**src/verilog/lsu_defs.svh**
```systemverilog
`ifndef LSU_DEFS_SVH
`define LSU_DEFS_SVH

// System clock and serial line rate
`define LSU_CLOCK_FREQ 50_000_000
`define LSU_BAUD_RATE 115_200

// Cycles per serial bit, 434 at the rates above
`define LSU_CLKS_PER_BIT (`LSU_CLOCK_FREQ / `LSU_BAUD_RATE)

// Word-address width of the data RAM, 16K words
`define LSU_DMEM_WORDS_LOG2 14

// MMIO window base, decoded on the top nibble
`define LSU_MMIO_BASE 32'h8000_0000

// MMIO register offsets, low address byte
// UART status, bit 0 tx ready, bit 1 rx valid
`define LSU_UART_CTRL 8'h00
// Received byte
`define LSU_UART_RX 8'h04
// Byte to send
`define LSU_UART_TX 8'h08
// Free-running cycle count
`define LSU_CYCLE_CNT 8'h10
// Any store here zeroes the cycle count
`define LSU_CYCLE_RST 8'h18

`endif
```
**src/verilog/uart_rx.sv**
```systemverilog
`timescale 1ns/1ps
`default_nettype none

`include "lsu_defs.svh"

module uart_rx (
    input  logic       clk,
    input  logic       rst,
    input  logic       serial_in,
    input  logic       rx_ready,
    output logic [7:0] rx_data,
    output logic       rx_valid
);
    localparam int clks_per_bit = `LSU_CLKS_PER_BIT;
    localparam int half_bit = clks_per_bit / 2;
    localparam int cnt_w = $clog2(clks_per_bit);

    logic [1:0]       sync_q;
    logic             rx_s;
    logic             rx_prev;
    logic             busy;
    logic             sample;
    logic [cnt_w-1:0] bit_cnt;
    // 0 start bit, 1 to 8 data, 9 stop
    logic [3:0]       bit_idx;
    logic [7:0]       shift;

    // Line after the two-flop synchronizer
    assign rx_s   = sync_q[1];
    // Mid-bit strobe
    assign sample = busy && (bit_cnt == cnt_w'(half_bit));

    always_ff @(posedge clk) begin
        if (rst) begin
            sync_q   <= 2'b11;
            rx_prev  <= 1'b1;
            busy     <= 1'b0;
            bit_cnt  <= '0;
            bit_idx  <= 4'd0;
            rx_valid <= 1'b0;
        end else begin
            sync_q  <= {sync_q[0], serial_in};
            rx_prev <= rx_s;

            if (!busy) begin
                // Falling edge opens a frame
                if (rx_prev && !rx_s) begin
                    busy    <= 1'b1;
                    bit_cnt <= '0;
                    bit_idx <= 4'd0;
                end
            end else begin
                bit_cnt <= (bit_cnt == cnt_w'(clks_per_bit - 1)) ? '0 : bit_cnt + 1'b1;
                if (sample) begin
                    bit_idx <= bit_idx + 4'd1;
                    // Start bit high at mid-bit means a glitch
                    if ((bit_idx == 4'd0 && rx_s) || bit_idx == 4'd9) begin
                        busy <= 1'b0;
                    end
                end
            end

            // New byte wins over a clear in the same cycle
            if (sample && bit_idx == 4'd9) begin
                rx_valid <= 1'b1;
            end else if (rx_ready) begin
                rx_valid <= 1'b0;
            end
        end
    end

    // Data path, LSB first on the line
    always_ff @(posedge clk) begin
        if (sample && bit_idx >= 4'd1 && bit_idx <= 4'd8) begin
            shift <= {rx_s, shift[7:1]};
        end
        // Overwrites any unread byte
        if (sample && bit_idx == 4'd9) begin
            rx_data <= shift;
        end
    end

endmodule

`default_nettype wire

```
**config.mk**
```make
export PLATFORM = sky130hd
export DESIGN_NAME = uart_rx
export DESIGN_NICKNAME = d
export VERILOG_FILES = /design/src/verilog/uart_rx.sv
export VERILOG_INCLUDE_DIRS = /design/src /design/src/verilog
export SDC_FILE = /design/constraint.sdc
export NUM_CORES = 1
export LEC_CHECK = 0
export ABC_AREA = 0
export CORE_MARGIN = 2
export CORE_UTILIZATION = 50
export CTS_CLUSTER_SIZE = 10
export DETAILED_ROUTE_END_ITERATION = 10
export DONT_BUFFER_PORTS = 1
export GPL_TIMING_DRIVEN = 1
export PLACE_DENSITY = 0.62
export RECOVER_POWER = 25
export SYNTH_ARGS = -nofsm -noshare
export SYNTH_HDL_FRONTEND = slang
export SYNTH_SLANG_ARGS = --single-unit
```
**constraint.sdc**
```tcl
create_clock -name clk -period 2.97 [get_ports clk]
set_input_delay 0.297 -clock clk [delete_from_list [all_inputs] [get_ports clk]]
set_output_delay 0.297 -clock clk [all_outputs]
set_load 0.02 [all_outputs]
```
; ---- Word level (Yosys, flattened, before mapping)
; Cells that the tools add are included.
[op_classes]
n_addsub = 2
n_lt_le_gt_ge = 2
n_eq_ne = 4
muxes = 12
reduce_logical = 12
[op_table]
columns = op, count
row1 = $mux 9, 3
row2 = $mux 4, 3
row3 = $add 9x1->9 const B, 1
row4 = $eq 9x8->1 const B, 1
row5 = $eq 9x9->1 const B, 1
row6 = $logic_and 1x1->1, 6
row7 = $mux 1, 6
row8 = $add 4x1->4 const B, 1
row9 = $eq 4x4->1 const B, 1
row10 = $ge 4x1->1 const B, 1
row11 = $le 4x4->1 const B, 1
row12 = $logic_not 4->1, 1
row13 = $reduce_bool 2->1, 2
row14 = $ne 2x1->1 const B, 1
row15 = $reduce_and 2->1, 1
row16 = $logic_not 1->1, 1
row17 = $logic_or 1x1->1, 1
[totals]
regBits = 34
out_inout_bits = 9

; ---- Longest topological paths before layout
; Gate-level depths: netlist of the first run.
[logic_depth]
depth_word = 6
mapped_depth = 6

; ---- Worst setup path after synthesis of the first run
; No wires, ideal clock.
[synth_path]
path_kind = register to register
from = register bit_cnt[0]
to = register shift[0], enable pin
setup_time_ns = 0.386
arrival_ns = 1.689
required_time_ns = 2.584
path_slack_ns = 0.895
path_stages_with_launch = 5
synth_period_minus_slack_ns = 2.075
cell_sequence = dfxtp_1 -> ha_1 -> nor2b_2 -> nand3_1 -> a211oi_1
[synth_between]
elab_chain_cells = 4
[synth_lines]
columns = item, line
row1 = from (decl), uart_rx.sv:23  ; logic [cnt_w-1:0] bit_cnt;
row2 = from (signal assigned), uart_rx.sv:53  ; bit_cnt <= (bit_cnt == cnt_w'(clks_per_bit - 1)) ? '0 : bit_cnt + 1'b1;
row3 = $eq 9x8->1, uart_rx.sv:31  ; assign sample = busy && (bit_cnt == cnt_w'(half_bit));
row4 = $logic_and 1x1->1, uart_rx.sv:31
row5 = $logic_and 1x1->1 (2 in series), uart_rx.sv:74  ; if (sample && bit_idx >= 4'd1 && bit_idx <= 4'd8) begin
row6 = to (signal assigned), uart_rx.sv:75  ; shift <= {rx_s, shift[7:1]};
row7 = to (decl), uart_rx.sv:26  ; logic [7:0] shift;
; No other way between the ends.
; A chain may end at the register's enable or synchronous reset.

; ---- Worst setup path in the final report of the first run
[layout_path]
from = register bit_cnt[0]
to = register shift[4], enable pin
; The elaborated chain is that of the path after synthesis.

==> run_results.csv, run 1 <==
group,metric,value,unit
outcome,outcome,"finished, final reports clean",
grt,grt_util_all_layers,17.3,%
clock_network,cts_resized,0,
final_layout,drive_gt1_share,13.0,%
place,dp.cells,159,
routing,drt_iter0_drc,28,
setup_path,r2r-start,"bit_cnt[0]$_SDFFE_PP0P_",
yosys,yosysSeqAreaShare,58.4,%
final_layout,diodes,0,
routing,wl_per_cell,15.6,µm
setup_path,critPathMaxStageDelay,0.43,ns
hold_path,hold_end,"bit_cnt[3]$_SDFFE_PP0P_",
power,p_seq_share,52.2,%
timing,hold_violations,0,
clock_network,cts_tree,"built",
power,netSwitchingPower,0.183,mW
floorplanning,die-area,0.00333,mm²
routing,ant_nets,0,
place,place_congestion,0.821,
grt,grt_pass1_wl,4340,µm
hold_path,hold_path_depth,1,
final_layout,stdcell_count,169,
power,combPwrFrac,2.5,%
place,hpwlAfterDp,1710,µm
power,p_clk_share,45.3,%
timing,setup_violations,0,
routing,vias_per_cell,6.09,
yosys,syn_area_per_cell,11.3,µm²
setup_path,critPathLaunchType,"register",
setup_path,worstSetupPathType,"register to register",
yosys,async_reset_ff_share,0,%
power,p_sw_share,19.4,%
setup_path,critPathMaxFanout,8,
setup_path,slowest_stage,"dfxtp_1",
timing,maxSlewHeadroom,46.1,%
yosys,ys_types,34,
setup_path,critPathArrivalTime,1.95,ns
timing,tightest_slew,0.809,ns
power,peakVddDrop,442,µV
timing,period_share,63.8,%
routing,vias,1029,
floorplanning,start_util,52.2,%
setup_path,cp_num_buf_inv,1,
setup_path,ff2ff_path_depth,5,
clock_network,root_buffer,"clkbuf_4",
setup_path,timing.rr.end,"shift[4]$_DFFE_PP_",
power,pwr_density_cell,585,mW/mm²
clock_network,clk_pin_slew,0.11,ns
floorplanning,io_pins,13,
clock_network,cts_hold_buf,1,
grt,antenna_found_initial,0,
run,cap_violations,0,
hold_path,hp-start,"rst",
timing,rsz0062_at_grt,"no",
final_layout,fin_nets,146,
grt,grt_pass1_vias,946,
setup_path,end_kind,"register",
setup_path,r2r_slack,1.07,ns
yosys,syn_nets,137,
routing,drc,0,
yosys,postSynthCellCount,128,
yosys,ys_ff_latch,34,
grt,grt_max_degree,18,
yosys,synth_flop_cell,"dfxtp_1",
setup_path,cp_top_family,"simple AND/OR/NAND/NOR gates",
place,io_buffer_count,0,
timing,tns,0,ns
final_layout,syn2layout_area_growth,12.0,%
floorplanning,fp.coreArea,0.00276,mm²
timing,period_needed,1.90,ns
clock_network,h-tree-depth,2,
grt,grt.overflow.total,0,
final_layout,nFillCells,233,
yosys,ys_warn_count,0,
power,leakage,0.571,nW
routing,first_pass_iters,5,
setup_path,required,3.03,ns
clock_network,clock_latency,0.35,ns
clock_network,post_cts_buffers,0,
power,p_int,0.760,mW
timing,fin_skew,0.0150,ns
floorplanning,die_w,57.7,µm
clock_network,clkSinkCount,34,
clock_network,clockBufferDepth,2,
final_layout,fin_area,0.00161,mm²
routing,wl,2640,µm
timing,slew_viol_final,0,
yosys,syn_area,0.00144,mm²
place,placedInstanceArea,0.00149,mm²
floorplanning,rows,19,
hold_path,min_path_type,"input pin to register",
yosys,synth-edff-count,16,
timing,fmaxAchievable,528,MHz
setup_path,path_cells,"ha_1 > nor2b_2 > nand3_1 > a211oi_1 > buf_4",
clock_network,cts_buffers,5,
floorplanning,die_y,57.7,µm
## registers in the layout (all words and copies together), names as in the netlist
signal    cells
shift         8
sync_q        2
rx_valid      1
bit_cnt       9
rx_data       8
bit_idx       4
rx_prev       1
busy          1
## through the flow
step           power [mW]  hold WS, ns  setup slack, ns  utilization, %
2_1_floorplan       0.519        0.389            0.895               -
3_3_place_gp        0.522        0.370             1.20            53.9
3_5_place_dp        0.522        0.370             1.12            53.9
4_1_cts             0.947     0.000863             1.08            58.1
5_1_grt             0.974      0.00266            0.921            58.5
6_report            0.943       0.0152             1.07            58.5
## metal layers
metal / wire length, µm / vias to the layer above / global-route usage (%)
met2: 1260 / 30 / 27.4
met1: 1200 / 497 / 21.7
met5: 0 / - / 0
met3: 150 / 4 / 6.25
li1: - / 498 / -
met4: 29 / 0 / 6.64
## power by group through the flow
stage	Combinational [mW]	Sequential, mW	Clock, mW
2_1_floorplan	0.0168	0.502	0
3_3_place_gp	0.0191	0.503	0
3_5_place_dp	0.0193	0.503	0
4_1_cts	0.0207	0.492	0.434
5_1_grt	0.0256	0.493	0.456
6_report	0.0234	0.492	0.428
## kinds of logic (layout without fill, tap and decap cells)
family                   after synthesis  count (layout)  synth area share (%)
AND/OR/NAND/NOR                       57              57                  22.7
buffers and inverters                 10              20                  2.61
flip-flops                            34              34                  58.4
adder cells (fa/ha/maj)                5               5                  4.34
multiplexers                           1               1                 0.695
AO/OA/AOI/OAI                         21              21                  11.3
## cell usage after synthesis, types with 4 or more instances
cell | count | area [µm²]
edfxtp_1 | 16 | 480
nand2_1 | 10 | 37.5
inv_1 | 8 | 30.0
nor2_1 | 4 | 15.0
dfxtp_1 | 18 | 360
a21oi_1 | 5 | 25.0
nand4_1 | 6 | 37.5
nand3_1 | 14 | 70.1
nor3_1 | 4 | 20.0
ha_1 | 5 | 62.6
## cell usage in the layout (no fill, tap or decap), types with 4 or more instances in the layout
master    synthesis  final
nor3_1            4      4
ha_1              5      5
nand3_1          14     14
clkbuf_4          0      5
dfxtp_1          18     18
nor2_1            4      4
nand4_1           6      6
edfxtp_1         16     16
nand2_1          10     10
inv_1             8      8
a21oi_1           5      5
## how the worst max path moves through the flow
stage / startpoint / depth (start not counted) / endpoint
floorplan: bit_cnt[0]$_SDFFE_PP0P_ / 4 / shift[0]$_DFFE_PP_
detailed placement: bit_cnt[0]$_SDFFE_PP0P_ / 5 / shift[1]$_DFFE_PP_
global route: bit_cnt[0]$_SDFFE_PP0P_ / 5 / rx_data[5]$_DFFE_PP_
global placement: bit_cnt[0]$_SDFFE_PP0P_ / 5 / shift[2]$_DFFE_PP_
finish: bit_cnt[0]$_SDFFE_PP0P_ / 5 / shift[4]$_DFFE_PP_
CTS: bit_cnt[0]$_SDFFE_PP0P_ / 5 / shift[6]$_DFFE_PP_
## area by class of cell
type                       instances  area (µm²)  area share [%]
sequential                        34         841            52.1
clock inverter                     3        68.8            4.27
timing repair buffer               4        35.0            2.17
multi-input combinational         84         562            34.8
tap                               31        38.8            2.40
inverter                           8        30.0            1.86
clock buffer                       5        37.5            2.33
Note: power is estimated with default switching activity, not from simulation.
==> run 2, diff against run 1 <==
--- a/config.mk
+++ b/config.mk
@@ -6,7 +6,7 @@
 export SDC_FILE = /design/constraint.sdc
 export NUM_CORES = 1
 export LEC_CHECK = 0
-export ABC_AREA = 0
+export ABC_AREA = 1
 export CORE_MARGIN = 2
 export CORE_UTILIZATION = 50
 export CTS_CLUSTER_SIZE = 10
==> constraint.sdc (replaced) <==
create_clock -name clk -period 1.88 [get_ports clk]
set_input_delay 0.188 -clock clk [delete_from_list [all_inputs] [get_ports clk]]
set_output_delay 0.188 -clock clk [all_outputs]
set_load 0.02 [all_outputs]
==> run_results.csv, run 2 <==
group,metric,value,unit
timing,setup_violations,0,
power,peakVddDrop,865,µV
yosys,async_reset_ff_share,0,%
floorplanning,io_pins,13,
floorplanning,die-area,0.00343,mm²
timing,fin_skew,0.00747,ns
clock_network,clock_latency,0.34,ns
grt,grt_pass1_vias,1017,
setup_path,critPathMaxFanout,8,
clock_network,cts_resized,0,
setup_path,end_kind,"register",
routing,wl_per_cell,12.8,µm
setup_path,critPathLaunchType,"register",
hold_path,hold_end,"rx_valid$_SDFFE_PP0P_",
place,hpwlAfterDp,1900,µm
routing,wl,2670,µm
yosys,synth_common_cells,"nand2_1, inv_1, dfxtp_1, edfxtp_1, a21oi_1",
timing,rsz0062_at_grt,"no",
final_layout,drive_gt1_share,11.3,%
clock_network,clk_pin_slew,0.11,ns
setup_path,required,1.90,ns
floorplanning,die_w,58.5,µm
yosys,synth_flop_cell,"dfxtp_1",
clock_network,cts_tree,"built",
final_layout,top_regs,"bit_cnt: 9 flops, rx_data: 8 flops, shift: 8 flops",
timing,maxSlewHeadroom,77.2,%
final_layout,mostFrequentLayoutCell,"nand2_1",
yosys,syn_area,0.00149,mm²
yosys,syn_area_per_cell,8.90,µm²
final_layout,largest_register,"bit_cnt",
final_layout,regArea,841,µm²
clock_network,cts_buffers,5,
yosys,ys_ff_latch,34,
setup_path,worstSetupPathType,"register to register",
routing,ant_nets,0,
setup_path,path_cells,"ha_1 > nand3_1 > nor2_2 > nand3b_1 > inv_1",
final_layout,diodes,0,
routing,first_pass_iters,4,
routing,vias_per_cell,5.26,
setup_path,critPathMaxStageDelay,0.43,ns
grt,grt_max_degree,13,
routing,drc,0,
grt,grt_util_all_layers,17.8,%
timing,period_share,85.7,%
floorplanning,die_y,58.5,µm
yosys,ys_types,22,
yosys,syn_nets,176,
timing,hold_violations,0,
yosys,ys_warn_count,0,
setup_path,ff2ff_path_depth,5,
run,cap_violations,0,
yosys,synth_top_area_share,32.3,%
power,pwr_density_cell,897,mW/mm²
final_layout,largest_reg_flops,9,
final_layout,syn2layout_area_growth,11.3,%
final_layout,layout_common_cells,"nand2_1, inv_1, dfxtp_1",
setup_path,timing.rr.end,"rx_data[1]$_DFFE_PP_",
grt,grt_pass1_wl,4440,µm
floorplanning,start_util,53.4,%
routing,vias,1094,
timing,tns,0,ns
timing,period_needed,1.61,ns
grt,antenna_found_initial,0,
final_layout,nFillCells,246,
floorplanning,rows,19,
setup_path,cp_num_buf_inv,1,
yosys,synth.largest_area_cell,"edfxtp_1",
setup_path,cp_top_family,"flip-flops",
grt,grt.overflow.total,0,
power,leakage,0.640,nW
clock_network,clkSinkCount,34,
timing,tightest_slew,0.341,ns
setup_path,critPathArrivalTime,1.64,ns
yosys,yosysSeqAreaShare,56.6,%
yosys,synth-edff-count,16,
timing,fmaxAchievable,620,MHz
place,place_congestion,0.853,
place,io_buffer_count,0,
setup_path,r2r_slack,0.27,ns
clock_network,clockBufferDepth,2,
hold_path,min_path_type,"input pin to register",
setup_path,r2r-start,"bit_cnt[0]$_SDFFE_PP0P_",
timing,slew_viol_final,0,
hold_path,hold_path_depth,3,
clock_network,h-tree-depth,2,
yosys,postSynthCellCount,167,
floorplanning,fp.coreArea,0.00278,mm²
final_layout,multi_input_area,554,µm²
final_layout,fin_nets,185,
setup_path,slowest_stage,"dfxtp_1",
clock_network,root_buffer,"clkbuf_4",
outcome,outcome,"finished, final reports clean",
hold_path,hp-start,"rx_ready",
power,total_power,1.48,mW
routing,drt_iter0_drc,22,
yosys,yosysMostFrequentCell,"nand2_1",
yosys,synth.area.top_cells,"edfxtp_1, dfxtp_1, nand2_1, inv_1, a21oi_1",
## run 2: cell types whose count changed after synthesis, sizes merged, moves of 10 or more
| cell | delta |
|---|---|
| nand2 | +32 |
| inv | +15 |
| nor2 | +12 |
| a21oi | +10 |
## run 2: where the power goes
| group | total, mW | internal [mW] | switching (mW) |
|---|---|---|---|
| combinational | 0.0380 | 0.0127 | 0.0252 |
| sequential | 0.777 | 0.773 | 0.00483 |
| clock | 0.669 | 0.416 | 0.253 |
| total | 1.48 | 1.20 | 0.283 |
## run 2: worst min-delay path: stages
cell     delay [ns]
inv_1          0.02
nand2_1        0.05
a21oi_1        0.06
## run 2: what timing repair did
action                    CTS  global route
hold endpoints to repair    9             0
buffers inserted            0             0
hold buffers                2             0
## run 2: final cells by class
type                       instances  area share, %
multi-input combinational        109           33.5
clock buffer                       5           2.27
clock inverter                     3           4.16
timing repair buffer               3           1.66
tap                               31           2.34
sequential                        34           50.8
inverter                          23           5.22
## run 2: through the flow
step	instances	utilization (%)	cell area [µm²]	hold WS, ns	worst slack (ns)
6_report	208	59.5	1650	0.0170	0.268
5_1_grt	208	59.5	1650	0.0320	0.100
4_1_cts	208	59.5	1650	0.0139	0.271
3_5_place_dp	198	54.9	1530	0.261	0.277
3_3_place_gp	198	54.9	1530	0.259	0.314
2_1_floorplan	167	-	1490	0.292	0.0128
## run 2: worst max path at each step
stage,from,end,cells past startpoint
2_1_floorplan,bit_cnt[0]$_SDFFE_PP0P_,shift[0]$_DFFE_PP_,5
3_3_place_gp,bit_cnt[0]$_SDFFE_PP0P_,shift[0]$_DFFE_PP_,6
3_5_place_dp,bit_cnt[0]$_SDFFE_PP0P_,rx_data[0]$_DFFE_PP_,5
4_1_cts,bit_cnt[0]$_SDFFE_PP0P_,rx_data[0]$_DFFE_PP_,5
5_1_grt,bit_cnt[0]$_SDFFE_PP0P_,shift[2]$_DFFE_PP_,6
6_report,bit_cnt[0]$_SDFFE_PP0P_,rx_data[1]$_DFFE_PP_,5
## run 2: kinds of logic (layout without fill, tap and decap cells)
kind of cell | Yosys count | after routing | synth area share [%]
xor gates and xnor gates | 1 | 1 | 0.589
AOI/OAI and AO/OA | 22 | 22 | 7.58
DFF | 34 | 34 | 56.6
and+or+nand+nor | 81 | 81 | 24.9
adders and majority gates | 5 | 5 | 4.21
buffers and inverters | 24 | 34 | 6.14
## run 2: routing by layer
metal  vias to the layer above  share of wire, %  track usage, %
li1                        563                 -               -
met1                       503                47            22.1
met2                        20                47            27.6
met3                         8               3.3            5.49
met4                         0               2.2            9.97
met5                         -                 0               0
==> run 3, diff against run 2 <==
--- a/config.mk
+++ b/config.mk
@@ -9,11 +9,11 @@
 export ABC_AREA = 1
 export CORE_MARGIN = 2
 export CORE_UTILIZATION = 50
-export CTS_CLUSTER_SIZE = 10
+export CTS_CLUSTER_SIZE = 16
 export DETAILED_ROUTE_END_ITERATION = 10
 export DONT_BUFFER_PORTS = 1
 export GPL_TIMING_DRIVEN = 1
-export PLACE_DENSITY = 0.62
+export PLACE_DENSITY = 0.65
 export RECOVER_POWER = 25
 export SYNTH_ARGS = -nofsm -noshare
 export SYNTH_HDL_FRONTEND = slang
==> constraint.sdc (replaced) <==
create_clock -name clk -period 1.35 [get_ports clk]
set_input_delay 0.135 -clock clk [delete_from_list [all_inputs] [get_ports clk]]
set_output_delay 0.135 -clock clk [all_outputs]
set_load 0.02 [all_outputs]
==> run_results.csv, run 3 (same netlist as run 2, synthesis figures left out) <==
group,metric,value,unit
final_layout,mostFrequentLayoutCell,"nand2_1",
timing,tns,-0.174,ns
timing,rsz0062_at_grt,"yes",
final_layout,drive_gt1_share,28.1,%
routing,drt_iter0_drc,46,
grt,grt.overflow.total,0,
final_layout,top_regs,"bit_cnt: 9 flops, rx_data: 8 flops, shift: 8 flops",
clock_network,post_cts_buffers,0,
final_layout,fin_nets,204,
setup_path,r2r_slack,-0.03,ns
timing,fmaxAchievable,725,MHz
clock_network,cts_buffers,5,
final_layout,diodes,0,
floorplanning,die_w,58.5,µm
setup_path,timing.rr.end,"shift[7]$_DFFE_PP_",
timing,slew_viol_final,0,
routing,drc,0,
setup_path,required,1.42,ns
setup_path,end_kind,"register",
setup_path,ff2ff_path_depth,6,
routing,vias_per_cell,5.20,
routing,vias,1180,
setup_path,cp.depth,6,
clock_network,clock_latency,0.35,ns
clock_network,root_buffer,"clkbuf_4",
routing,first_pass_iters,4,
outcome,outcome,"complete, but fails checks",
floorplanning,start_util,53.4,%
final_layout,fin_util,66.9,%
setup_path,cp_top_family,"simple AND/OR/NAND/NOR gates",
routing,ant_nets,0,
final_layout,syn2layout_area_growth,25.2,%
setup_path,worstSetupPathType,"register to register",
setup_path,startpoint,"bit_idx[0]$_SDFFE_PP0P_",
timing,fin_skew,0.00941,ns
clock_network,clockBufferDepth,2,
outcome,violations,"negative setup slack",
setup_path,critPathMaxFanout,8,
place,place_congestion,0.828,
timing,period_share,102,%
floorplanning,fp.coreArea,0.00278,mm²
setup_path,r2r-start,"bit_idx[0]$_SDFFE_PP0P_",
place,dp_slack,-0.0593,ns
setup_path,path_cells,"inv_1 > ha_2 > nand2_1 > nor2_1 > nor3_4 > buf_12",
grt,grt_util_all_layers,18.8,%
grt,antenna_found_initial,0,
place,io_buffer_count,0,
hold_path,min_path_type,"input pin to register",
power,peakVddDrop,1240,µV
setup_path,critPathMaxStageDelay,0.36,ns
setup_path,cp_num_buf_inv,2,
setup_path,slowest_stage,"dfxtp_2",
clock_network,clk_pin_slew,0.11,ns
timing,maxSlewHeadroom,75.1,%
setup_path,critPathLaunchType,"register",
floorplanning,rows,19,
timing,hold_violations,0,
setup_path,setup.worst_path.end,"shift[7]$_DFFE_PP_",
timing,period_needed,1.38,ns
final_layout,largest_register,"bit_cnt",
floorplanning,die-area,0.00343,mm²
power,pwr_density_cell,1020,mW/mm²
grt,grt_pass1_vias,1067,
clock_network,clkSinkCount,34,
routing,wl,2970,µm
timing,setup_violations,8,
place,hpwlAfterDp,2090,µm
power,leakage,0.733,nW
setup_path,critPathArrivalTime,1.45,ns
floorplanning,die_y,58.5,µm
clock_network,cts_tree,"built",
run,cap_violations,0,
timing,layout_setup_ws,-0.0294,ns
final_layout,layout_common_cells,"nand2_1, inv_1, buf_4",
routing,wl_per_cell,13.1,µm
timing,tightest_slew,0.372,ns
floorplanning,io_pins,13,
grt,grt_pass1_wl,4640,µm
clock_network,h-tree-depth,2,
final_layout,largest_reg_flops,9,
grt,grt_max_degree,13,
## run 3: cell count changes in the layout (fill, tap and decap cells not counted), sizes merged
cell,delta
bufinv,-1
dlygate4sd3,+1
buf,+18
clkinv,-1
clkinvlp,+2
## run 3: routing by layer
layer	up-vias	wire length [µm]	share of wire (%)	track usage, %
met3	4	137	4.6	7.25
met1	556	1420	48	24.7
met2	20	1360	46	27.3
li1	600	-	-	-
met5	-	0	0	0
met4	0	46	1.6	8.97
## run 3: worst min-delay path by stage
stage	cells after the start	endpoint	startpoint	slack, ns
after floorplan	1	sync_q[0]$_SDFF_PP1_	serial_in	0.24
after CTS	2	rx_prev$_SDFF_PP1_	rst	0.03
final	2	rx_prev$_SDFF_PP1_	rst	0.04
after global routing	2	rx_prev$_SDFF_PP1_	rst	0.04
after detailed placement	1	bit_cnt[1]$_SDFFE_PP0P_	rst	0.20
after global placement	1	bit_cnt[1]$_SDFFE_PP0P_	rst	0.20
## run 3: cell type report
type	instances	area [µm²]
clock buffers	5	37.5
clock inverters	3	45.0
fillers	218	921
inverters	23	88.8
multi-input cells	109	617
flip-flops and latches	34	848
well taps	31	38.8
repair buffers	22	185
## run 3: where the power goes
| group | internal, mW | leakage, nW | switching [mW] |
|---|---|---|---|
| clock network | 0.388 | 0.0374 | 0.368 |
| logic | 0.0250 | 0.404 | 0.0418 |
| registers | 1.08 | 0.292 | 0.00584 |
| total | 1.49 | 0.733 | 0.416 |
## run 3: worst register-to-register path: cells and delay by family, from the launching register on
| kind | cells | cell delay [ns] |
|---|---|---|
| adders and majority gates | 1 | 0.18 |
| buffers and inverters | 2 | 0.21 |
| DFF | 1 | 0.36 |
| and+or+nand+nor | 3 | 0.37 |
## run 3: what timing repair did
item / 4_1_cts / 5_1_grt
hold buffers: 3 / 0
hold endpoints to repair: 9 / 0
setup endpoints to repair: 16 / 21
resized for setup: 3 / 13
pin swaps: 2 / 1
## run 3: metrics by stage
| stage | instance area [µm²] | hold WS [ns] | instances | power, mW |
|---|---|---|---|---|
| global route | 1860 | 0.0443 | 227 | 1.98 |
| global placement | 1700 | 0.199 | 216 | 1.16 |
| detailed placement | 1700 | 0.204 | 216 | 1.16 |
| floorplan | 1520 | 0.239 | 167 | 1.14 |
| finish | 1860 | 0.0418 | 227 | 1.90 |
| CTS | 1820 | 0.0254 | 227 | 1.93 |
